--- config.mk ---
export PLATFORM = sky130hd
export DESIGN_NAME = pipeline
export DESIGN_NICKNAME = d
export VERILOG_FILES = /design/src/isa_pkg.sv /design/src/pipe_pkg.sv /design/src/fetch_stage.sv /design/src/decode_stage.sv /design/src/execute_stage.sv /design/src/memory_stage.sv /design/src/pipeline.sv
export VERILOG_INCLUDE_DIRS = /design/src
export SDC_FILE = /design/constraint.sdc
export NUM_CORES = 1
export LEC_CHECK = 0
export ABC_CLOCK_PERIOD_IN_PS = 14470
export BUFFER_PORTS_ARGS = -buffer_cell sky130_fd_sc_hd__buf_4
export CORE_ASPECT_RATIO = 0.5
export CORE_MARGIN = 5
export CORE_UTILIZATION = 50
export DETAILED_ROUTE_END_ITERATION = 6
export PLACE_DENSITY_LB_ADDON = 0.05
export SETUP_SLACK_MARGIN = 0.4
export SLEW_MARGIN = 20
export SYNTH_ARGS = -nofsm -noshare
export SYNTH_HDL_FRONTEND = slang
export SYNTH_SLANG_ARGS = --single-unit
--- constraint.sdc ---
create_clock -name clock -period 14.47 [get_ports clock]
set_clock_uncertainty 0.2 [all_clocks]
set_input_delay 1.447 -clock clock [delete_from_list [all_inputs] [get_ports clock]]
set_output_delay 1.447 -clock clock [all_outputs]
set_load 0.05 [all_outputs]
--- src/pipe_settings.svh ---
`ifndef PIPE_SETTINGS_SVH
`define PIPE_SETTINGS_SVH

// Data path and address width
`define XLEN 32

// Register file
`define REG_ADDR_W 5
`define REG_COUNT (1 << `REG_ADDR_W)

// First fetch address after reset
`define RESET_PC 32'h0000_0000

// Byte distance between consecutive instructions
`define PC_STEP 4

`endif

--- src/isa_pkg.sv ---
`include "pipe_settings.svh"

package isa_pkg;

  typedef enum logic [5:0] {
    OPC_RTYPE = 6'h00,
    OPC_ADDI  = 6'h08,
    OPC_LW    = 6'h23,
    OPC_SW    = 6'h2b
  } opcode_e;

  // Function field of register-register operations
  typedef enum logic [5:0] {
    FN_ADD  = 6'h20,
    FN_SUB  = 6'h22,
    FN_AND  = 6'h24,
    FN_OR   = 6'h25,
    FN_XOR  = 6'h26,
    FN_SLT  = 6'h2a,
    FN_SLTU = 6'h2b
  } funct_e;

  typedef enum logic [2:0] {
    ALU_ADD  = 3'd0,
    ALU_SUB  = 3'd1,
    ALU_AND  = 3'd2,
    ALU_OR   = 3'd3,
    ALU_XOR  = 3'd4,
    ALU_SLT  = 3'd5,
    ALU_SLTU = 3'd6
  } alu_op_e;

  typedef struct packed {
    opcode_e                opcode;
    logic [`REG_ADDR_W-1:0] rs;
    logic [`REG_ADDR_W-1:0] rt;
    logic [`REG_ADDR_W-1:0] rd;
    logic [4:0]             pad;
    funct_e                 funct;
  } r_fields_t;

  typedef struct packed {
    opcode_e                opcode;
    logic [`REG_ADDR_W-1:0] rs;
    logic [`REG_ADDR_W-1:0] rt;
    logic [15:0]            imm;
  } i_fields_t;

  // Same word, register or immediate layout
  typedef union packed {
    r_fields_t r_fields;
    i_fields_t i_fields;
  } inst_u;

endpackage

--- src/pipe_pkg.sv ---
`include "pipe_settings.svh"

package pipe_pkg;

  // Where an execute operand comes from
  typedef enum logic [1:0] {
    FWD_RF = 2'd0,
    FWD_EX = 2'd1,
    FWD_WB = 2'd2
  } fwd_e;

  typedef struct packed {
    logic             valid;
    logic [`XLEN-1:0] instr;
  } if_id_t;

  typedef struct packed {
    logic                   valid;
    isa_pkg::alu_op_e       alu_op;
    logic                   use_imm;
    logic                   load;
    logic                   store;
    logic                   dest_valid;
    logic [`XLEN-1:0]       a_val;
    logic [`XLEN-1:0]       b_val;
    logic [`REG_ADDR_W-1:0] rs;
    logic [`REG_ADDR_W-1:0] rt;
    logic [`REG_ADDR_W-1:0] dest;
    logic [`XLEN-1:0]       imm;
    fwd_e                   fwd_a;
    fwd_e                   fwd_b;
  } id_ex_t;

  typedef struct packed {
    logic                   load;
    logic                   store;
    logic                   dest_valid;
    logic [`REG_ADDR_W-1:0] dest;
    logic [`XLEN-1:0]       result;
    logic [`XLEN-1:0]       store_data;
  } ex_mem_t;

  typedef struct packed {
    logic                   dest_valid;
    logic [`REG_ADDR_W-1:0] dest;
    logic [`XLEN-1:0]       result;
  } mem_wb_t;

endpackage

--- src/fetch_stage.sv ---
`include "pipe_settings.svh"

module fetch_stage import pipe_pkg::*; (
  input  logic             clock,
  input  logic             rst_i,
  output logic [`XLEN-1:0] icache_addr_o,
  output logic             icache_rd_o,
  input  logic [`XLEN-1:0] icache_data_i,
  input  logic             icache_waitrequest_i,
  input  logic             hold_i,
  input  logic             mem_stall_i,
  output if_id_t           if_id_o
);

  logic [`XLEN-1:0] pc_q;
  logic             rd_q;
  logic             fetch_done;
  if_id_t           if_id_q;

  assign icache_addr_o = pc_q;
  assign icache_rd_o   = rd_q;
  assign if_id_o       = if_id_q;

  // Word only taken when nothing downstream is frozen
  assign fetch_done = rd_q & ~icache_waitrequest_i & ~hold_i & ~mem_stall_i;

  always_ff @(posedge clock) begin
    if (rst_i) begin
      pc_q <= `RESET_PC;
      rd_q <= 1'b0;
    end else begin
      rd_q <= 1'b1;
      if (fetch_done) begin
        pc_q <= pc_q + `XLEN'(`PC_STEP);
      end
    end
  end

  always_ff @(posedge clock) begin
    if (rst_i) begin
      if_id_q.valid <= 1'b0;
    end else if (fetch_done) begin
      if_id_q.valid <= 1'b1;
      if_id_q.instr <= icache_data_i;
    end else if (!hold_i && !mem_stall_i) begin
      // Cache still busy
      if_id_q.valid <= 1'b0;
    end
  end

  a_icache_addr_stable: assert property (@(posedge clock) disable iff (rst_i)
    icache_rd_o && icache_waitrequest_i |=> $stable(icache_addr_o));

endmodule

--- src/decode_stage.sv ---
`include "pipe_settings.svh"

module decode_stage import isa_pkg::*, pipe_pkg::*; (
  input  logic                   clock,
  input  logic                   rst_i,
  input  if_id_t                 if_id_i,
  output logic [`REG_ADDR_W-1:0] rfile_rd_addr1_o,
  output logic [`REG_ADDR_W-1:0] rfile_rd_addr2_o,
  input  logic [`XLEN-1:0]       rfile_rd_data1_i,
  input  logic [`XLEN-1:0]       rfile_rd_data2_i,
  input  ex_mem_t                ex_mem_i,
  input  logic                   mem_stall_i,
  output logic                   hold_o,
  output id_ex_t                 id_ex_o
);

  inst_u                  inst;
  logic                   known;
  logic                   uses_rt;
  logic                   has_dest;
  logic                   is_load;
  logic                   is_store;
  logic                   use_imm;
  alu_op_e                alu_op;
  logic [`REG_ADDR_W-1:0] dest;
  logic                   take;
  id_ex_t                 id_ex_d;
  id_ex_t                 id_ex_q;

  // Younger producer wins: decode/execute first, then execute/memory
  function automatic fwd_e fwd_select(input logic [`REG_ADDR_W-1:0] src,
                                      input id_ex_t ie, input ex_mem_t em);
    if (ie.dest_valid && ie.dest == src) begin
      return FWD_EX;
    end else if (em.dest_valid && em.dest == src) begin
      return FWD_WB;
    end
    return FWD_RF;
  endfunction

  assign inst             = if_id_i.instr;
  assign rfile_rd_addr1_o = inst.r_fields.rs;
  assign rfile_rd_addr2_o = inst.r_fields.rt;

  always_comb begin
    known    = 1'b1;
    uses_rt  = 1'b0;
    has_dest = 1'b1;
    is_load  = 1'b0;
    is_store = 1'b0;
    use_imm  = 1'b1;
    alu_op   = ALU_ADD;
    dest     = inst.i_fields.rt;
    case (inst.r_fields.opcode)
      OPC_RTYPE: begin
        uses_rt = 1'b1;
        use_imm = 1'b0;
        dest    = inst.r_fields.rd;
        case (inst.r_fields.funct)
          FN_ADD:  alu_op = ALU_ADD;
          FN_SUB:  alu_op = ALU_SUB;
          FN_AND:  alu_op = ALU_AND;
          FN_OR:   alu_op = ALU_OR;
          FN_XOR:  alu_op = ALU_XOR;
          FN_SLT:  alu_op = ALU_SLT;
          FN_SLTU: alu_op = ALU_SLTU;
          default: known = 1'b0;
        endcase
      end
      OPC_ADDI: alu_op = ALU_ADD;
      OPC_LW:   is_load = 1'b1;
      OPC_SW: begin
        is_store = 1'b1;
        uses_rt  = 1'b1;
        has_dest = 1'b0;
      end
      default: known = 1'b0;
    endcase
  end

  // Load in decode/execute feeding this instruction
  assign hold_o = if_id_i.valid & known & id_ex_q.load & id_ex_q.dest_valid &
                  ((id_ex_q.dest == inst.i_fields.rs) |
                   (uses_rt & (id_ex_q.dest == inst.i_fields.rt)));

  assign take = if_id_i.valid & known & ~hold_o;

  always_comb begin
    id_ex_d.valid      = take;
    id_ex_d.alu_op     = alu_op;
    id_ex_d.use_imm    = use_imm;
    id_ex_d.load       = take & is_load;
    id_ex_d.store      = take & is_store;
    id_ex_d.dest_valid = take & has_dest & (dest != '0);
    id_ex_d.a_val      = rfile_rd_data1_i;
    id_ex_d.b_val      = rfile_rd_data2_i;
    id_ex_d.rs         = inst.i_fields.rs;
    id_ex_d.rt         = inst.i_fields.rt;
    id_ex_d.dest       = dest;
    id_ex_d.imm        = {{(`XLEN-16){inst.i_fields.imm[15]}}, inst.i_fields.imm};
    id_ex_d.fwd_a      = fwd_select(inst.i_fields.rs, id_ex_q, ex_mem_i);
    id_ex_d.fwd_b      = uses_rt ? fwd_select(inst.i_fields.rt, id_ex_q, ex_mem_i) : FWD_RF;
  end

  always_ff @(posedge clock) begin
    if (rst_i) begin
      id_ex_q.valid      <= 1'b0;
      id_ex_q.load       <= 1'b0;
      id_ex_q.store      <= 1'b0;
      id_ex_q.dest_valid <= 1'b0;
    end else if (!mem_stall_i) begin
      id_ex_q <= id_ex_d;
    end
  end

  assign id_ex_o = id_ex_q;

  a_no_dest_r0: assert property (@(posedge clock) disable iff (rst_i)
    ex_mem_i.dest_valid |-> ex_mem_i.dest != '0);

endmodule

--- src/execute_stage.sv ---
`include "pipe_settings.svh"

module execute_stage import isa_pkg::*, pipe_pkg::*; (
  input  logic    clock,
  input  logic    rst_i,
  input  id_ex_t  id_ex_i,
  input  mem_wb_t mem_wb_i,
  input  logic    mem_stall_i,
  output ex_mem_t ex_mem_o
);

  logic [`XLEN-1:0] op_a;
  logic [`XLEN-1:0] op_b;
  logic [`XLEN-1:0] alu_b;
  logic [`XLEN-1:0] alu_res;
  ex_mem_t          ex_mem_q;

  function automatic logic [`XLEN-1:0] operand(input fwd_e sel,
                                               input logic [`XLEN-1:0] rf_val,
                                               input logic [`XLEN-1:0] ex_val,
                                               input logic [`XLEN-1:0] wb_val);
    case (sel)
      FWD_EX:  return ex_val;
      FWD_WB:  return wb_val;
      default: return rf_val;
    endcase
  endfunction

  assign op_a  = operand(id_ex_i.fwd_a, id_ex_i.a_val, ex_mem_q.result, mem_wb_i.result);
  assign op_b  = operand(id_ex_i.fwd_b, id_ex_i.b_val, ex_mem_q.result, mem_wb_i.result);
  assign alu_b = id_ex_i.use_imm ? id_ex_i.imm : op_b;

  // Loads and stores go through ALU_ADD for the address
  always_comb begin
    case (id_ex_i.alu_op)
      ALU_SUB:  alu_res = op_a - alu_b;
      ALU_AND:  alu_res = op_a & alu_b;
      ALU_OR:   alu_res = op_a | alu_b;
      ALU_XOR:  alu_res = op_a ^ alu_b;
      ALU_SLT:  alu_res = {{(`XLEN-1){1'b0}}, $signed(op_a) < $signed(alu_b)};
      ALU_SLTU: alu_res = {{(`XLEN-1){1'b0}}, op_a < alu_b};
      default:  alu_res = op_a + alu_b;
    endcase
  end

  always_ff @(posedge clock) begin
    if (rst_i) begin
      ex_mem_q.load       <= 1'b0;
      ex_mem_q.store      <= 1'b0;
      ex_mem_q.dest_valid <= 1'b0;
    end else if (!mem_stall_i) begin
      ex_mem_q.load       <= id_ex_i.load;
      ex_mem_q.store      <= id_ex_i.store;
      ex_mem_q.dest_valid <= id_ex_i.dest_valid;
      ex_mem_q.dest       <= id_ex_i.dest;
      ex_mem_q.result     <= alu_res;
      ex_mem_q.store_data <= op_b;
    end
  end

  assign ex_mem_o = ex_mem_q;

  // Selects chosen in decode must still match the producers here
  a_fwd_a_ex: assert property (@(posedge clock) disable iff (rst_i)
    id_ex_i.valid && id_ex_i.fwd_a == FWD_EX |->
      ex_mem_q.dest_valid && !ex_mem_q.load && ex_mem_q.dest == id_ex_i.rs);

  a_fwd_b_ex: assert property (@(posedge clock) disable iff (rst_i)
    id_ex_i.valid && id_ex_i.fwd_b == FWD_EX |->
      ex_mem_q.dest_valid && !ex_mem_q.load && ex_mem_q.dest == id_ex_i.rt);

endmodule

--- src/memory_stage.sv ---
`include "pipe_settings.svh"

module memory_stage import pipe_pkg::*; (
  input  logic             clock,
  input  logic             rst_i,
  input  ex_mem_t          ex_mem_i,
  output logic [`XLEN-1:0] dcache_addr_o,
  output logic [`XLEN-1:0] dcache_wr_data_o,
  input  logic [`XLEN-1:0] dcache_data_i,
  output logic             dcache_rd_o,
  output logic             dcache_wr_o,
  input  logic             dcache_waitrequest_i,
  output logic             mem_stall_o,
  output mem_wb_t          mem_wb_o
);

  logic    access;
  mem_wb_t mem_wb_q;

  assign access           = ex_mem_i.load | ex_mem_i.store;
  assign dcache_addr_o    = {ex_mem_i.result[`XLEN-1:2], 2'b00};
  assign dcache_wr_data_o = ex_mem_i.store_data;
  assign dcache_rd_o      = ex_mem_i.load;
  assign dcache_wr_o      = ex_mem_i.store;
  assign mem_stall_o      = access & dcache_waitrequest_i;

  always_ff @(posedge clock) begin
    if (rst_i) begin
      mem_wb_q.dest_valid <= 1'b0;
    end else if (mem_stall_o) begin
      // Write enable dropped, result and index stay for forwarding
      mem_wb_q.dest_valid <= 1'b0;
    end else begin
      mem_wb_q.dest_valid <= ex_mem_i.dest_valid;
      mem_wb_q.dest       <= ex_mem_i.dest;
      mem_wb_q.result     <= ex_mem_i.load ? dcache_data_i : ex_mem_i.result;
    end
  end

  assign mem_wb_o = mem_wb_q;

  a_rd_wr_onehot: assert property (@(posedge clock) disable iff (rst_i)
    !(dcache_rd_o && dcache_wr_o));

  a_req_stable: assert property (@(posedge clock) disable iff (rst_i)
    access && dcache_waitrequest_i |=>
      $stable(dcache_addr_o) && $stable(dcache_wr_data_o) &&
      $stable(dcache_rd_o) && $stable(dcache_wr_o));

endmodule

--- src/pipeline.sv ---
`include "pipe_settings.svh"

module pipeline import pipe_pkg::*; (
  input  logic                   clock,
  input  logic                   rst_i,
  output logic [`XLEN-1:0]       icache_addr_o,
  output logic                   icache_rd_o,
  input  logic [`XLEN-1:0]       icache_data_i,
  input  logic                   icache_waitrequest_i,
  output logic [`REG_ADDR_W-1:0] rfile_rd_addr1_o,
  output logic [`REG_ADDR_W-1:0] rfile_rd_addr2_o,
  input  logic [`XLEN-1:0]       rfile_rd_data1_i,
  input  logic [`XLEN-1:0]       rfile_rd_data2_i,
  output logic [`XLEN-1:0]       dcache_addr_o,
  output logic                   dcache_rd_o,
  output logic                   dcache_wr_o,
  output logic [`XLEN-1:0]       dcache_wr_data_o,
  input  logic [`XLEN-1:0]       dcache_data_i,
  input  logic                   dcache_waitrequest_i,
  output logic [`REG_ADDR_W-1:0] rfile_wr_addr_o,
  output logic                   rfile_wr_en_o,
  output logic [`XLEN-1:0]       rfile_wr_data_o
);

  if_id_t  if_id;
  id_ex_t  id_ex;
  ex_mem_t ex_mem;
  mem_wb_t mem_wb;
  logic    hold;
  logic    mem_stall;

  fetch_stage fetch0 (
    .clock                (clock),
    .rst_i                (rst_i),
    .icache_addr_o        (icache_addr_o),
    .icache_rd_o          (icache_rd_o),
    .icache_data_i        (icache_data_i),
    .icache_waitrequest_i (icache_waitrequest_i),
    .hold_i               (hold),
    .mem_stall_i          (mem_stall),
    .if_id_o              (if_id)
  );

  decode_stage decode0 (
    .clock            (clock),
    .rst_i            (rst_i),
    .if_id_i          (if_id),
    .rfile_rd_addr1_o (rfile_rd_addr1_o),
    .rfile_rd_addr2_o (rfile_rd_addr2_o),
    .rfile_rd_data1_i (rfile_rd_data1_i),
    .rfile_rd_data2_i (rfile_rd_data2_i),
    .ex_mem_i         (ex_mem),
    .mem_stall_i      (mem_stall),
    .hold_o           (hold),
    .id_ex_o          (id_ex)
  );

  execute_stage execute0 (
    .clock       (clock),
    .rst_i       (rst_i),
    .id_ex_i     (id_ex),
    .mem_wb_i    (mem_wb),
    .mem_stall_i (mem_stall),
    .ex_mem_o    (ex_mem)
  );

  memory_stage memory0 (
    .clock                (clock),
    .rst_i                (rst_i),
    .ex_mem_i             (ex_mem),
    .dcache_addr_o        (dcache_addr_o),
    .dcache_wr_data_o     (dcache_wr_data_o),
    .dcache_data_i        (dcache_data_i),
    .dcache_rd_o          (dcache_rd_o),
    .dcache_wr_o          (dcache_wr_o),
    .dcache_waitrequest_i (dcache_waitrequest_i),
    .mem_stall_o          (mem_stall),
    .mem_wb_o             (mem_wb)
  );

  // Writeback straight from the memory/writeback register
  assign rfile_wr_en_o   = mem_wb.dest_valid;
  assign rfile_wr_addr_o = mem_wb.dest;
  assign rfile_wr_data_o = mem_wb.result;

endmodule

==> impl_metrics.tcl <==
set metrics [dict create \
    post_cts.repair.setup_buffers 0 \
    grt_pass1_wl_mm 76.0 \
    synth_area_per_cell_um2 9.84 \
    clock_latency_ns 0.57 \
    place.gp.congestion 0.890 \
    finalSetupTns_ns 0 \
    switchingPower_mw 0.724 \
    clock.fmax_mhz 187 \
    wl_per_cell_um 21.1 \
    grt_pass1_vias 13600 \
    period_share_pct 36.9 \
    grt_setup_unrepaired "no" \
    power_density_mw_per_mm2 112 \
    synth_area_mm2 0.0170 \
    grt_use_total_pct 24.5 \
    yosys-top-cells-count "231 x edfxtp_1, 157 x nor2_1, 140 x nand2_1" \
    die_x_um 271 \
    crit_type "register to register" \
    p_seq_share_pct 43.2 \
    core-area_mm2 0.0333 \
    power_mw 2.19 \
    critPathSlowestCell "ha_2" \
    yosys.area.top_type "edfxtp_1" \
    synth_area_leaders "edfxtp_1 41%, ha_1 7.4%, dfxtp_1 4.6%, a21oi_1 3.6%, nor2_1 3.5%" \
    synth_most_common_cell "edfxtp_1" \
    port_buffers 274 \
    synth_top_area_share_pct 40.7 \
    hp-class "register to register" \
    dr_total_vias 13900 \
    hpwl_mm 34.8 \
    drc_errors 0 \
    cts_htree_levels 1 \
    synth_seq_cells 270 \
    cp_data_required_time_ns 14.60 \
    nNetsFinal 2114 \
    synth_flop_cell "edfxtp_1" \
    pin_count 279 \
    worstMarginPinSlew_ns 1.40 \
    swShare_pct 33.0 \
    ant_nets 0 \
    cp.arrival_ns 5.47 \
    intPower_mw 1.47 \
    firstDrtPassIters 6 \
    grt_max_degree 183 \
    synth_cells 1732 \
    synth-async-reset-ratio_pct 0 \
    num_antenna_cells 0 \
    setup_viol 0 \
    slew_headroom_pct 6.37 \
    viasPerCell 5.94 \
    status "finished clean" \
    cts.clk_slew.worst_paths_ns 0.07 \
    numCtsBuffers 26 \
    wirelength_mm 49.4 \
    power_frac_comb_pct 26.7 \
    root_buffer "clkbuf_16" \
    fin_crit_ns 5.34 \
    crit_chain "ha_2, buf_4, a21oi_1, o21a_1, inv_1, ha_1, inv_1, fa_1, a21oi_2, o22ai_1, nor4b_2, o21ai_1, a311oi_2, a21oi_2, a21oi_1, o22ai_1, o31a_1" \
    ir_drop_v 0.000105 \
    slew_viol_final 0 \
    final-hold-violation-count 0 \
    cts_sinks 270 \
    gr-total-overflow 0 \
    cts_tree "yes" \
    worst_setup_path_end_kind "register" \
    yosysWarnings 0 \
    postCtsHoldBufs 0 \
    post_cts_resized 0 \
    synth_seq_area_share_pct 45.3 \
    startpoint_type "register" \
    synthToLayoutAreaGrowth_pct 15.3 \
    worstPathMaxFanout 33 \
    die_area_mm2 0.0381 \
    antenna_found_initial 0 \
    leakage_nw 8.03 \
    cts_max_path_buffers 3 \
    drv_cap 0 \
    dr.first_iter.drc_count 1167 \
    p_clk_share_pct 30.1 \
    placementRows 47 \
    die_height_um 141 \
    start_util_pct 51.1 \
    yosysUniqueCellTypes 91 \
    drive_above_1_share_pct 21.7 \
    cpPeakStageDelay_ns 0.81 \
    synth_edf_count 231 \
]
==> cell usage in the layout (no fill, tap or decap), drive strengths merged, types with 10 or more instances in the layout <==
cell / count
nand2b: 17
mux2: 37
nand2: 140
a221o: 12
xnor2: 11
o211ai: 11
a221oi: 25
edfxtp: 231
dfxtp: 39
o221ai: 15
a31oi: 17
and3: 14
a211oi: 11
nor2: 158
nand4: 10
nor3: 23
inv: 133
xor2: 41
o31ai: 10
a22oi: 72
nor2b: 12
clkbuf: 39
o21ai: 85
o21a: 38
a21o: 16
ha: 101
a21oi: 128
o22ai: 17
buf: 290
nand3: 24
==> worst paths after layout <==
| kind | start | end | slack, ns | cells past startpoint |
|---|---|---|---|---|
| worst max-delay path | decode0.id_ex_o[1] | execute0.ex_mem_o[60] | 9.13 | 17 |
| worst min-delay path | fetch0.if_id_o[9] | decode0.id_ex_o[13] | 0.22 | 0 |
| worst max register to register | decode0.id_ex_o[1] | execute0.ex_mem_o[60] | 9.13 | 17 |
| worst min register to register | fetch0.if_id_o[9] | decode0.id_ex_o[13] | 0.22 | 0 |
==> state kept, by name, summed over array words and instances (netlist names) <==
| signal | count |
|---|---|
| decode0.id_ex_o | 96 |
| fetch0.icache_rd_o | 1 |
| memory0.mem_wb_o | 38 |
| execute0.ex_mem_o | 72 |
| fetch0.icache_addr_o | 30 |
| fetch0.if_id_o | 33 |
==> per-layer routing <==
layer / global-route usage, % / routed length, µm
met5: 0 / 0
met4: 5.33 / 931
met3: 5.76 / 4460
met2: 38.5 / 22200
met1: 34.9 / 21800
==> critical path, delay by kind of cell (launching register included) <==
kind | cells | cell delay, ns
flops | 1 | 0.40
simple gates | 1 | 0.36
compound gates | 10 | 2.09
fa+ha+maj | 3 | 1.37
buf+inv | 3 | 0.61
==> through the flow <==
stage / util (%) / hold WS (ns) / setup slack [ns] / instances / area (µm²)
final: 58.9 / 0.223 / 9.13 / 2340 / 19700
after floorplan: - / 0.200 / 3.38 / 1735 / 17100
after detailed placement: 56.5 / 0.207 / 9.21 / 2292 / 18800
after global placement: 56.5 / 0.201 / 9.34 / 2292 / 18800
after global routing: 58.9 / 0.249 / 8.87 / 2340 / 19700
after CTS: 58.9 / 0.227 / 9.22 / 2340 / 19600
==> final cells by class <==
type                    instances  area (µm²)
clock inverters                 9        72.6
multi-input cells            1159        7880
fillers                      2836       13700
clock buffers                  39         741
well taps                     441         552
flip-flops and latches        270        7720
repair buffers                290        2190
inverters                     132         495
==> logic make-up (layout without fill, tap and decap cells) <==
group	after synthesis	in the layout	synth area share (%)
AO/OA/AOI/OAI	523	523	21.3
AND/OR/NAND/NOR	438	438	11.8
buffers and inverters	306	470	8.69
flip-flops	270	270	45.3
adder cells (fa/ha/maj)	103	103	7.65
XOR/XNOR	52	52	2.67
multiplexers	39	39	2.56
other	1	4	0.0220
==> power groups by stage <==
stage	registers (mW)	clock network, mW	logic (mW)
floorplan	0.991	0	0.409
global placement	0.963	0	0.573
detailed placement	0.964	0	0.579
CTS	0.948	0.679	0.582
global route	0.952	0.708	0.632
finish	0.948	0.661	0.586
(Power assumes the default switching activity.)
